**src/logic/game_config.svh**
```systemverilog
`ifndef GAME_CONFIG_SVH
`define GAME_CONFIG_SVH

// screen geometry in pixels
`define SCREEN_W 640
`define GROUND_Y 412

// dragon box, x is the centre column
`define DRAGON_X 120
`define DRAGON_W 88
`define DRAGON_H 94
`define DUCK_H 50

// single cactus standing on the ground
`define CACTUS_W 10
`define CACTUS_H 40
`define CACTUS_SPEED 4

// physics, pixels per frame
`define GRAVITY 2
`define JUMP_SHORT 10
`define JUMP_LONG 20

// space hold limits in frames
`define HOLD_SHORT_MAX 30
`define HOLD_MAX 60

// command queue between decode and motion
`define CMD_QUEUE_DEPTH 4

`endif

```
**src/logic/game_geom_pkg.sv**
```systemverilog
`default_nettype none

package game_geom_pkg;

  // screen coordinate, origin top left
  typedef logic [9:0] coordT;

  // vertical speed in pixels per frame
  // negative values move the dragon up
  typedef logic signed [7:0] motionT;

  // frames survived in the game state
  typedef logic [15:0] scoreT;

  // referee state machine
  typedef enum logic [1:0] {
    START,
    GAME,
    OVER
  } gameStateT;

  // dragon posture
  // JUMP whenever the dragon is off the ground
  typedef enum logic [1:0] {
    RUN,
    JUMP,
    DUCK
  } actionT;

endpackage

`default_nettype wire

```
**src/logic/game_input_pkg.sv**
```systemverilog
`default_nettype none

package game_input_pkg;

  // raw keyboard code, zero when no key is down
  typedef logic [7:0] scanCodeT;

  // keys the game reacts to
  typedef enum scanCodeT {
    KEY_RESTART = 8'h0d,
    KEY_SPACE   = 8'h20,
    KEY_DOWN    = 8'h26
  } keyCodeT;

  // commands sent from decode to motion
  typedef enum logic [2:0] {
    CMD_JUMP_SHORT,
    CMD_JUMP_LONG,
    CMD_DUCK_ON,
    CMD_DUCK_OFF,
    CMD_RESTART
  } cmdT;

endpackage

`default_nettype wire

```
**src/logic/cmd_link_if.sv**
```systemverilog
`timescale 1ns/1ns
`default_nettype none

// credit based command link
// sender starts with one credit per queue entry
interface cmd_link_if;

  // one command per cycle while valid is high
  logic                 cmdValid;
  game_input_pkg::cmdT  cmd;

  // one credit back per popped queue entry
  logic                 creditReturn;

  // decode side
  modport sender (
    output cmdValid,
    output cmd,
    input  creditReturn
  );

  // motion side, no ready needed since credits bound the queue
  modport receiver (
    input  cmdValid,
    input  cmd,
    output creditReturn
  );

endinterface

`default_nettype wire

```
**src/logic/key_decode.sv**
```systemverilog
`timescale 1ns/1ns
`default_nettype none

`include "game_config.svh"

module key_decode (
  input  wire                       frame_clk,
  input  wire                       rstN,
  input  game_input_pkg::scanCodeT  keycode,
  cmd_link_if.sender                link
);

  localparam int HoldW   = $clog2(`HOLD_MAX + 1);
  localparam int CreditW = $clog2(`CMD_QUEUE_DEPTH + 1);

  game_input_pkg::scanCodeT prevKey;
  logic [HoldW-1:0]         holdCount;
  logic                     holdSpent;
  logic [CreditW-1:0]       credits;
  logic                     pendValid;
  game_input_pkg::cmdT      pendCmd;

  logic                     spaceNow;
  logic                     spacePrev;
  logic                     autoRelease;
  logic                     spaceRelease;
  logic                     newValid;
  game_input_pkg::cmdT      newCmd;
  logic                     candValid;
  game_input_pkg::cmdT      candCmd;
  logic                     sendNow;

  assign spaceNow  = (keycode == game_input_pkg::KEY_SPACE);
  assign spacePrev = (prevKey == game_input_pkg::KEY_SPACE);

  // this frame is the HOLD_MAX-th one of the hold
  assign autoRelease  = spaceNow && !holdSpent && (holdCount == HoldW'(`HOLD_MAX - 1));
  // a hold that already fired gives nothing on release
  assign spaceRelease = spacePrev && !spaceNow && !holdSpent;

  // event of this frame
  // one key code at a time, so at most one edge pair can clash; restart first
  always_comb
  begin
    newValid = 1'b1;
    newCmd   = game_input_pkg::CMD_RESTART;
    if (keycode == game_input_pkg::KEY_RESTART && prevKey != game_input_pkg::KEY_RESTART)
      newCmd = game_input_pkg::CMD_RESTART;
    else if (autoRelease)
      newCmd = game_input_pkg::CMD_JUMP_LONG;
    else if (spaceRelease)
      newCmd = (holdCount < HoldW'(`HOLD_SHORT_MAX)) ? game_input_pkg::CMD_JUMP_SHORT
                                                     : game_input_pkg::CMD_JUMP_LONG;
    else if (keycode == game_input_pkg::KEY_DOWN && prevKey != game_input_pkg::KEY_DOWN)
      newCmd = game_input_pkg::CMD_DUCK_ON;
    else if (prevKey == game_input_pkg::KEY_DOWN && keycode != game_input_pkg::KEY_DOWN)
      newCmd = game_input_pkg::CMD_DUCK_OFF;
    else
      newValid = 1'b0;
  end

  // newer event replaces a pending one
  assign candValid = newValid || pendValid;
  assign candCmd   = newValid ? newCmd : pendCmd;
  assign sendNow   = candValid && (credits != '0);

  always_ff @(posedge frame_clk or negedge rstN)
  begin
    if (!rstN)
    begin
      prevKey       <= '0;
      holdCount     <= '0;
      holdSpent     <= 1'b0;
      credits       <= CreditW'(`CMD_QUEUE_DEPTH);
      pendValid     <= 1'b0;
      link.cmdValid <= 1'b0;
    end
    else
    begin
      prevKey <= keycode;
      // count held frames until the hold fires on its own
      if (spaceNow && !holdSpent)
      begin
        holdCount <= holdCount + 1'b1;
        holdSpent <= autoRelease;
      end
      else if (!spaceNow)
      begin
        holdCount <= '0;
        holdSpent <= 1'b0;
      end
      // spend on send, refill on return
      credits       <= credits - CreditW'(sendNow) + CreditW'(link.creditReturn);
      link.cmdValid <= sendNow;
      pendValid     <= candValid && !sendNow;
    end
  end

  // command payload, qualified by the valid bits
  always_ff @(posedge frame_clk)
  begin
    if (sendNow)
      link.cmd <= candCmd;
    if (candValid)
      pendCmd <= candCmd;
  end

endmodule

`default_nettype wire

```
**src/logic/dragon_motion.sv**
```systemverilog
`timescale 1ns/1ns
`default_nettype none

`include "game_config.svh"

module dragon_motion (
  input  wire                        frame_clk,
  input  wire                        rstN,
  cmd_link_if.receiver               link,
  input  game_geom_pkg::gameStateT   gameState,
  output game_geom_pkg::coordT       dragonBottom,
  output logic                       ducking,
  output game_geom_pkg::coordT       cactusX,
  output logic                       restartSeen,
  output logic                       jumpSeen
);

  localparam int PtrW   = $clog2(`CMD_QUEUE_DEPTH);
  localparam int CountW = $clog2(`CMD_QUEUE_DEPTH + 1);

  game_input_pkg::cmdT     queue [`CMD_QUEUE_DEPTH];
  logic [PtrW-1:0]         wrPtr;
  logic [PtrW-1:0]         rdPtr;
  logic [CountW-1:0]       count;
  logic                    pop;
  game_input_pkg::cmdT     headCmd;

  game_geom_pkg::motionT   motion;
  game_geom_pkg::actionT   action;
  logic signed [11:0]      nextBottom;

  // one entry per frame while anything is queued
  assign pop               = (count != '0);
  assign link.creditReturn = pop;
  assign headCmd           = queue[rdPtr];

  // posture, airborne takes precedence
  assign action = (dragonBottom != game_geom_pkg::coordT'(`GROUND_Y)) ? game_geom_pkg::JUMP :
                  ducking ? game_geom_pkg::DUCK : game_geom_pkg::RUN;

  // where the bottom edge lands after this frame's motion
  assign nextBottom = $signed({2'b00, dragonBottom}) + motion;

  // queue storage
  always_ff @(posedge frame_clk)
  begin
    if (link.cmdValid)
      queue[wrPtr] <= link.cmd;
  end

  // queue pointers, credits keep count within depth
  always_ff @(posedge frame_clk or negedge rstN)
  begin
    if (!rstN)
    begin
      wrPtr <= '0;
      rdPtr <= '0;
      count <= '0;
    end
    else
    begin
      if (link.cmdValid)
        wrPtr <= (wrPtr == PtrW'(`CMD_QUEUE_DEPTH - 1)) ? '0 : wrPtr + 1'b1;
      if (pop)
        rdPtr <= (rdPtr == PtrW'(`CMD_QUEUE_DEPTH - 1)) ? '0 : rdPtr + 1'b1;
      count <= count + CountW'(link.cmdValid) - CountW'(pop);
    end
  end

  // dragon and cactus, one step per frame
  always_ff @(posedge frame_clk or negedge rstN)
  begin
    if (!rstN)
    begin
      dragonBottom <= game_geom_pkg::coordT'(`GROUND_Y);
      motion       <= '0;
      ducking      <= 1'b0;
      cactusX      <= game_geom_pkg::coordT'(`SCREEN_W);
      restartSeen  <= 1'b0;
      jumpSeen     <= 1'b0;
    end
    else
    begin
      restartSeen <= 1'b0;
      jumpSeen    <= 1'b0;
      if (pop && headCmd == game_input_pkg::CMD_RESTART)
      begin
        // back to the reset picture, state does not matter
        dragonBottom <= game_geom_pkg::coordT'(`GROUND_Y);
        motion       <= '0;
        ducking      <= 1'b0;
        cactusX      <= game_geom_pkg::coordT'(`SCREEN_W);
        restartSeen  <= 1'b1;
      end
      else
      begin
        // referee still shows GAME in the frame after a restart
        if (gameState == game_geom_pkg::GAME && !restartSeen)
        begin
          // gravity step
          if (nextBottom >= `GROUND_Y)
          begin
            dragonBottom <= game_geom_pkg::coordT'(`GROUND_Y);
            motion       <= '0;
          end
          else
          begin
            dragonBottom <= nextBottom[9:0];
            motion       <= motion + game_geom_pkg::motionT'(`GRAVITY);
          end
          // scroll left, wrap before passing column 0
          if (cactusX < `CACTUS_SPEED)
            cactusX <= game_geom_pkg::coordT'(`SCREEN_W);
          else
            cactusX <= cactusX - game_geom_pkg::coordT'(`CACTUS_SPEED);
        end
        // popped command, a launch overrides the gravity step
        if (pop)
        begin
          unique case (headCmd)
            game_input_pkg::CMD_JUMP_SHORT:
            begin
              jumpSeen <= 1'b1;
              if (action != game_geom_pkg::JUMP)
                motion <= game_geom_pkg::motionT'(-(`JUMP_SHORT));
            end
            game_input_pkg::CMD_JUMP_LONG:
            begin
              jumpSeen <= 1'b1;
              if (action != game_geom_pkg::JUMP)
                motion <= game_geom_pkg::motionT'(-(`JUMP_LONG));
            end
            game_input_pkg::CMD_DUCK_ON:
              ducking <= 1'b1;
            game_input_pkg::CMD_DUCK_OFF:
              ducking <= 1'b0;
            default:
              ducking <= ducking;
          endcase
        end
      end
    end
  end

endmodule

`default_nettype wire

```
**src/logic/game_referee.sv**
```systemverilog
`timescale 1ns/1ns
`default_nettype none

`include "game_config.svh"

module game_referee (
  input  wire                        frame_clk,
  input  wire                        rstN,
  input  game_geom_pkg::coordT       dragonBottom,
  input  wire                        ducking,
  input  game_geom_pkg::coordT       cactusX,
  input  wire                        restartSeen,
  input  wire                        jumpSeen,
  output game_geom_pkg::gameStateT   gameState,
  output logic                       running,
  output logic                       dead,
  output game_geom_pkg::scoreT       score
);

  // fixed edges of both boxes
  localparam game_geom_pkg::coordT DragonLeft  =
    game_geom_pkg::coordT'(`DRAGON_X - `DRAGON_W / 2);
  localparam game_geom_pkg::coordT DragonRight =
    game_geom_pkg::coordT'(`DRAGON_X + `DRAGON_W / 2);
  localparam game_geom_pkg::coordT CactusTop   =
    game_geom_pkg::coordT'(`GROUND_Y - `CACTUS_H);
  localparam game_geom_pkg::coordT CactusBase  =
    game_geom_pkg::coordT'(`GROUND_Y);

  game_geom_pkg::gameStateT stateNext;
  game_geom_pkg::coordT     dragonTop;
  game_geom_pkg::coordT     cactusRight;
  logic                     overlap;

  // ducking lowers the top edge
  assign dragonTop   = dragonBottom - (ducking ? game_geom_pkg::coordT'(`DUCK_H)
                                               : game_geom_pkg::coordT'(`DRAGON_H));
  assign cactusRight = cactusX + game_geom_pkg::coordT'(`CACTUS_W);

  // strict intersection on both axes, touching edges are safe
  assign overlap = (DragonLeft < cactusRight) && (cactusX < DragonRight) &&
                   (dragonTop < CactusBase) && (CactusTop < dragonBottom);

  always_comb
  begin
    stateNext = gameState;
    unique case (gameState)
      game_geom_pkg::START:
        if (jumpSeen)
          stateNext = game_geom_pkg::GAME;
      game_geom_pkg::GAME:
        // restart beats a hit in the same frame
        if (restartSeen)
          stateNext = game_geom_pkg::START;
        else if (overlap)
          stateNext = game_geom_pkg::OVER;
      game_geom_pkg::OVER:
        if (restartSeen)
          stateNext = game_geom_pkg::START;
      default:
        stateNext = game_geom_pkg::START;
    endcase
  end

  always_ff @(posedge frame_clk or negedge rstN)
  begin
    if (!rstN)
    begin
      gameState <= game_geom_pkg::START;
      score     <= '0;
    end
    else
    begin
      gameState <= stateNext;
      // one point per frame in play, frozen once over
      if (restartSeen)
        score <= '0;
      else if (gameState == game_geom_pkg::GAME)
        score <= score + 1'b1;
    end
  end

  // status decoded from the state register
  assign running = (gameState == game_geom_pkg::GAME);
  assign dead    = (gameState == game_geom_pkg::OVER);

endmodule

`default_nettype wire

```
**src/logic/game_control.sv**
```systemverilog
`timescale 1ns/1ns
`default_nettype none

module game_control (
  input  wire                       frame_clk,
  input  wire                       rstN,
  input  game_input_pkg::scanCodeT  keycode,
  output logic                      running,
  output logic                      dead,
  output game_geom_pkg::coordT      dragonBottom,
  output logic                      ducking,
  output game_geom_pkg::coordT      cactusX,
  output game_geom_pkg::scoreT      score
);

  // frame snapshot back from the referee
  game_geom_pkg::gameStateT gameState;
  // one-frame pulses from motion
  logic                     restartSeen;
  logic                     jumpSeen;

  // decode to motion
  cmd_link_if link ();

  key_decode uKeyDecode (
    .frame_clk (frame_clk),
    .rstN      (rstN),
    .keycode   (keycode),
    .link      (link.sender)
  );

  dragon_motion uDragonMotion (
    .frame_clk    (frame_clk),
    .rstN         (rstN),
    .link         (link.receiver),
    .gameState    (gameState),
    .dragonBottom (dragonBottom),
    .ducking      (ducking),
    .cactusX      (cactusX),
    .restartSeen  (restartSeen),
    .jumpSeen     (jumpSeen)
  );

  game_referee uGameReferee (
    .frame_clk    (frame_clk),
    .rstN         (rstN),
    .dragonBottom (dragonBottom),
    .ducking      (ducking),
    .cactusX      (cactusX),
    .restartSeen  (restartSeen),
    .jumpSeen     (jumpSeen),
    .gameState    (gameState),
    .running      (running),
    .dead         (dead),
    .score        (score)
  );

endmodule

`default_nettype wire

```
**config.mk**
```make
export PLATFORM = sky130hd
export DESIGN_NAME = game_control
export DESIGN_NICKNAME = d
export VERILOG_FILES = /design/src/logic/game_geom_pkg.sv /design/src/logic/game_input_pkg.sv /design/src/logic/cmd_link_if.sv /design/src/logic/key_decode.sv /design/src/logic/dragon_motion.sv /design/src/logic/game_referee.sv /design/src/logic/game_control.sv
export VERILOG_INCLUDE_DIRS = /design/src /design/src/logic
export SDC_FILE = /design/constraint.sdc
export NUM_CORES = 1
export LEC_CHECK = 0
export BUFFER_PORTS_ARGS = -buffer_cell sky130_fd_sc_hd__buf_2
export CAP_MARGIN = 20
export CORE_UTILIZATION = 60
export CTS_CLUSTER_SIZE = 14
export DETAILED_ROUTE_END_ITERATION = 12
export GPL_TIMING_DRIVEN = 0
export PLACE_DENSITY_LB_ADDON = 0.2
export SKIP_LAST_GASP = 1
export SYNTH_ARGS = -nofsm -noshare
export SYNTH_HDL_FRONTEND = slang
export SYNTH_HIERARCHICAL = 1
export SYNTH_SLANG_ARGS = --single-unit
export TNS_END_PERCENT = 50
```
**constraint.sdc**
```tcl
create_clock -name frame_clk -period 8 [get_ports frame_clk]
set_input_delay 0.4 -clock frame_clk [delete_from_list [all_inputs] [get_ports frame_clk]]
set_output_delay 0.4 -clock frame_clk [all_outputs]
set_load 0.05 [all_outputs]
```
==> flow_summary.ini, run 1 <==
[outcome]
status = finished, final reports clean

[critical_path]
path_depth = 11
critPathSlowestCell = or4_1
endpoint_kind = flop
path_max_fanout = 5
startpoint_type = flop
worstSetupPathType = flop to flop
r2r_cells = 11
worstReg2RegEnd = uDragonMotion/motion[4]
critPathMaxStageDelay_ps = 490
crit_chain = ha_1 -> inv_1 -> fa_1 -> nor2b_1 -> o31a_1 -> o31ai_1 -> a221oi_2 -> o311ai_1 -> a22o_2 -> or4_1 -> o211ai_1
crit_buf_inv = 1
r2r-start = uDragonMotion/dragonBottom[0]
crit_start = uDragonMotion/dragonBottom[0]
cp_data_arrival_time_ps = 3600
endpoint = uDragonMotion/motion[4]
reg2reg_slack_ps = 4660
required_ps = 8260
path_delay_family = compound AO/OA/AOI/OAI gates

[die]
rows = 33
dieHeight_um = 95.91
start_util = 0.6313
dieArea_um2 = 9199
core_um2 = 8382
die_width_um = 95.91
boundaryPins = 49

[placed_design]
place.gp.congestion = 0.8983
io_buffers = 46
dpl.hpwl_um = 7937
pre_cts_slack_ps = 4798
place_area_um2 = 5679

[timing]
maxClockFrequency_mhz = 299.3
finalHoldViolCount = 0
clock_skew_ps = 14.49
period_minus_slack_ps = 3341
relSlewSlack = 0.4099
slew_violations = 0
setup_ws_ps = 4659
tns_ps = 0
period_share = 0.4176
worst_pin_slew_ps = 878.4
setup_viol = 0
rsz0062_at_grt = no

[final_layout]
multiInputGateArea_um2 = 2696
nets = 595
seqCellArea_um2 = 2402
layout-drive-gt1-share = 0.1978
num_antenna_cells = 0
fillerInstances = 614
postLayoutCellArea_um2 = 5881
syn2layout_area_growth_pct = 11.14

[worst_hold_path]
hp-class = input pin to flop

[routing]
wl_per_cell_um = 16.25
viasPerCell = 6.126
route.vias.total = 4049
dr.pass1.iters = 5
drtAntennaViolNets = 0
wl_um = 10740
drt_iter0_markers = 259
drc = 0

[grt]
grt-ovfl-total = 0
grt_pass1_wl_um = 16990
grt_max_degree = 41
grt_pass1_vias = 3754
antenna_found_initial = 0
gr-usage-all-layers = 0.2425

[clock_network]
clkTransAtPathRegs_ps = 100
worstSkewPairLatency_ps = 360
root_buffer = clkbuf_8
cts_tree = yes
numCtsBuffers = 9
h-tree-depth = 3
clockBufferDepth = 2
cts.sinks = 92

[synth]
yosys_warnings = 6
synth_top_area_frac = 0.3121
yosys_register_bits = 92
synth_area_um2 = 5291
netlist_top_cells_area = dfrtp_1 (31%), edfxtp_1 (10%), ha_1 (7.1%), dfstp_2 (4.0%), xor2_1 (4.0%)
yosysSeqAreaShare = 0.4540
syn_area_per_cell_um2 = 10.78
synth-edff-count = 18
postSynthCellCount = 491
synthFlopType = dfrtp_1
async_flop_share = 0.8043
ys_types = 97
synth_area_leader_cell = dfrtp_1

[pwr]
pwr_density_cell_nw_per_um2 = 376.1
power.leakage_nw = 2.652
irDropWorstVdd_mv = 0.2923

[flow_run]
max_cap_violations = 0
==> routing by layer <==
metal  up-vias  wire length [um]  global-route usage
met5         -                 0                   0
met4         0               172              0.1057
met3        20               480             0.03949
met2       133              5124              0.3923
met1      1975              4967              0.3236
li1       1921                 -                   -
==> cells in the final DEF (no fill, tap or decap), drive strengths merged, types with 4 or more instances in the layout <==
cell type   n
dfrtp      66
buf        53
nor2       47
inv        37
ha         30
xor2       24
nand2      24
o21ai      21
a21oi      19
edfxtp     18
xnor2      17
nand3      15
nor3       15
clkbuf     13
nand4      11
dfstp       8
or3         6
and3        6
and2        6
nor2b       5
o211ai      5
o22ai       4
a31oi       4
fa          4
mux2i       4
nor3b       4
a211oi      4
==> cell families after synthesis <==
| family | synth area share |
|---|---|
| other | 0.0007087 |
| AO/OA/AOI/OAI | 0.1414 |
| XOR/XNOR | 0.06786 |
| buffers and inverters | 0.03712 |
| flip-flops | 0.4540 |
| adder cells (fa/ha/maj) | 0.08607 |
| multiplexers | 0.02530 |
| AND/OR/NAND/NOR | 0.1875 |
==> synth_stat cells (4+ instances only) <==
| master | count |
|---|---|
| a21oi_1 | 18 |
| nand4_1 | 11 |
| ha_1 | 30 |
| dfrtp_1 | 66 |
| nand2_1 | 22 |
| edfxtp_1 | 18 |
| fa_1 | 4 |
| o22ai_1 | 4 |
| nor2b_1 | 5 |
| a31oi_1 | 4 |
| o21ai_0 | 20 |
| mux2i_1 | 4 |
| nor2_1 | 45 |
| or3_1 | 6 |
| and2_1 | 6 |
| dfstp_2 | 8 |
| xor2_1 | 24 |
| nor3_1 | 13 |
| xnor2_1 | 17 |
| and3_1 | 6 |
| o211ai_1 | 4 |
| inv_1 | 33 |
| nand3_1 | 14 |
==> cell type report <==
type,instances,share of cell area
multi-input cells,357,0.4585
flip-flops and latches,92,0.4085
repair buffers,48,0.04468
clock buffers,10,0.02340
well taps,105,0.02234
inverters,34,0.02170
plain buffers,9,0.01170
clock inverters,6,0.009149
==> metrics by stage <==
stage            util  instances  hold slack (ps)  power, W
4_1_cts        0.7016        661            147.6  0.002204
5_1_grt        0.7016        661            153.6  0.002365
6_report       0.7016        661            170.4  0.002212
3_3_place_gp   0.6749        643            470.1  0.001846
3_5_place_dp   0.6776        644            391.2  0.001897
2_1_floorplan       -        492            104.4  0.001626
==> state kept, by name (all words and copies together), names as in the netlist <==
register	flops
uDragonMotion/cactusX	8
uKeyDecode/holdCount	6
uKeyDecode/pendCmd	3
uKeyDecode/pendValid	1
uDragonMotion/dragonBottom	10
uDragonMotion/jumpSeen	1
uDragonMotion/queue	12
uDragonMotion/wrPtr	2
uKeyDecode/link.cmd	3
uDragonMotion/restartSeen	1
uGameReferee/score	16
uDragonMotion/rdPtr	2
uDragonMotion/motion	8
uDragonMotion/count	3
uKeyDecode/prevKey	8
uDragonMotion/ducking	1
uKeyDecode/credits	3
uKeyDecode/link.cmdValid	1
uGameReferee/gameState	2
uKeyDecode/holdSpent	1
==> what timing repair did <==
item,in CTS,in global routing
setup buffers,0,0
resized for setup,0,0
hold buffers,1,0
endpoints found under the hold margin,5,0
==> power breakdown <==
part	internal [W]	total (W)	switching, W
registers	0.000585	0.000720	0.000136
logic	0.000450	0.00119	0.000742
clock network	0.000127	0.000300	0.000173
total	0.00116	0.00221	0.00105
==> worst min path at each step <==
stage	slack (ps)	cells past startpoint	startpoint	to
after floorplan	100	0	rstN	uDragonMotion/cactusX[2]
after global placement	470	0	uKeyDecode/link.cmd[1]	uDragonMotion/queue[2][1]
after detailed placement	390	1	rstN	uDragonMotion/dragonBottom[5]
after CTS	150	1	keycode[5]	uKeyDecode/prevKey[5]
after global routing	150	1	keycode[5]	uKeyDecode/prevKey[5]
final	170	1	keycode[5]	uKeyDecode/prevKey[5]
(Power assumes the default switching activity.)
==> run 2: changes to the inputs <==
- CORE_UTILIZATION: 60 -> 54
- clock period: 8 -> 3.05 ns (I/O delays scaled with it)
==> flow_summary.ini, run 2 (same netlist as run 1, synthesis figures left out) <==
[outcome]
status = finished with violations
violations = setup timing

[flow_run]
max_cap_violations = 0

[worst_hold_path]
hp-class = input pin to async pin

[die]
dieArea_um2 = 10200
rows = 35
die_width_um = 101.0
start_util = 0.5646
boundaryPins = 49
dieHeight_um = 101.0
core_um2 = 9371

[clock_network]
numCtsBuffers = 9
clockBufferDepth = 2
cts_tree = yes
cts.sinks = 92
h-tree-depth = 3
root_buffer = clkbuf_8
worstSkewPairLatency_ps = 360
clkTransAtPathRegs_ps = 90

[final_layout]
fillerInstances = 749
layout_common_cells = dfrtp_1 (63), buf_2 (46), nor2_1 (45), inv_1 (32), ha_1 (25)
layout-drive-gt1-share = 0.2582
nets = 620
final_common_cell = dfrtp_1
syn2layout_area_growth_pct = 20.24
fin_util = 0.6789
reg.largest.list = uGameReferee/score x16, uDragonMotion/queue x12, uDragonMotion/dragonBottom x10
largest_reg_flops = 16
final-instance-count-excl-fill = 710
seqCellArea_um2 = 2410
num_antenna_cells = 0
multiInputGateArea_um2 = 2892
top_register = uGameReferee/score
postLayoutCellArea_um2 = 6362

[critical_path]
worstSetupPathType = flop to flop
critPathMaxStageDelay_ps = 630
required_ps = 3330
path_max_fanout = 8
r2r-start = uDragonMotion/dragonBottom[2]
endpoint_kind = flop
crit_start = uDragonMotion/dragonBottom[2]
crit_chain = ha_4 -> nor2b_4 -> o31a_1 -> o32a_1 -> a221oi_4 -> o311ai_4 -> a22o_4 -> nor3_4 -> a22o_1
startpoint_type = flop
critPathSlowestCell = dfstp_4
cp_data_arrival_time_ps = 3380

[grt]
antenna_found_initial = 0
grt_pass1_wl_um = 18740
grt_pass1_vias = 3901
grt_max_degree = 72
grt-ovfl-total = 0
gr-usage-all-layers = 0.2376

[placed_design]
place.gp.congestion = 0.9061
pre_cts_slack_ps = -161.6
io_buffers = 46
dpl.hpwl_um = 7995
placed_cells = 668
place_area_um2 = 5736

[pwr]
irDropWorstVdd_mv = 0.5537
power.leakage_nw = 2.809
pwr_density_cell_nw_per_um2 = 1020

[routing]
wl_per_cell_um = 16.55
wl_met2_um = 5834
dr_wl_met3_um = 617
route.vias.total = 4146
wl_met1_um = 5099
drt_iter0_markers = 251
top_layer = met4
wl_um = 11750
drc = 0
drtAntennaViolNets = 0
viasPerCell = 5.839
dr.pass1.iters = 7

[timing]
setup_ws_ps = -53.79
clock_skew_ps = 15.93
period_share = 1.018
relSlewSlack = 0.3315
period_minus_slack_ps = 3104
tns_ps = -192.0
rsz0062_at_grt = yes
setup_viol = 5
finalHoldViolCount = 0
worst_pin_slew_ps = 995.1
slew_violations = 0
maxClockFrequency_mhz = 322.2
[run 2: changes by cell type in the layout (fill, tap and decap cells not counted), moves of 3 or more]
cell,delta
dfrtp_1,-3
buf_4,+18
ha_1,-5
dlygate4sd3_1,+8
ha_4,+4
dfrtp_2,+3
[run 2: through the flow]
stage / total power [W] / hold slack [ps]
4_1_cts: 0.006064 / 126.4
6_report: 0.006490 / 148.2
3_3_place_gp: 0.004867 / 284.9
5_1_grt: 0.006901 / 126.3
3_5_place_dp: 0.004998 / -33.83
2_1_floorplan: 0.004268 / -143.1
[run 2: where the power goes]
group          total (W)  switching, W  internal, W  leakage (nW)
logic            0.00369       0.00220      0.00149          1.60
registers        0.00189      0.000351      0.00154          1.10
clock network   0.000917      0.000444     0.000473         0.113
[run 2: repair_timing]
action	in CTS	in global routing
gates resized for setup	8	23
hold buffers	9	0
endpoints found under the hold margin	76	0
gates cloned	0	0
buffers inserted	5	13
endpoints found under the setup margin	13	19
pin swaps	8	15
[run 2: final timing paths]
path,endpoint,slack (ps),cells past startpoint
worst max-delay path,uDragonMotion/dragonBottom[5],-50,9
worst min-delay path,uDragonMotion/dragonBottom[9],150,2
worst max register to register,uDragonMotion/dragonBottom[5],-50,9
worst min register to register,uDragonMotion/queue[3][1],500,0
max in group asynchronous,uDragonMotion/cactusX[9],2310,3
min in group frame_clk,uKeyDecode/prevKey[4],480,2
[run 2: routing by layer]
metal	vias to the layer above	global-route usage
met1	2029	0.3180
li1	1971	-
met4	0	0.07358
met3	20	0.03883
met5	-	0
met2	126	0.3978
[run 2: final cells by class]
cell class | count | area share
plain buffers | 8 | 0.01003
clock buffers | 10 | 0.02006
clock inverters | 6 | 0.01495
inverters | 34 | 0.02006
multi-input cells | 357 | 0.4545
flip-flops and latches | 92 | 0.3788
well taps | 129 | 0.02537
repair buffers | 74 | 0.07630
[run 2: worst max-delay path, delay by kind of cell (launching register included)]
| family | cells | cell delay (ps) |
|---|---|---|
| AND/OR/NAND/NOR | 2 | 520 |
| AO/OA/AOI/OAI | 6 | 1680 |
| adder cells (fa/ha/maj) | 1 | 210 |
| flip-flops | 1 | 630 |
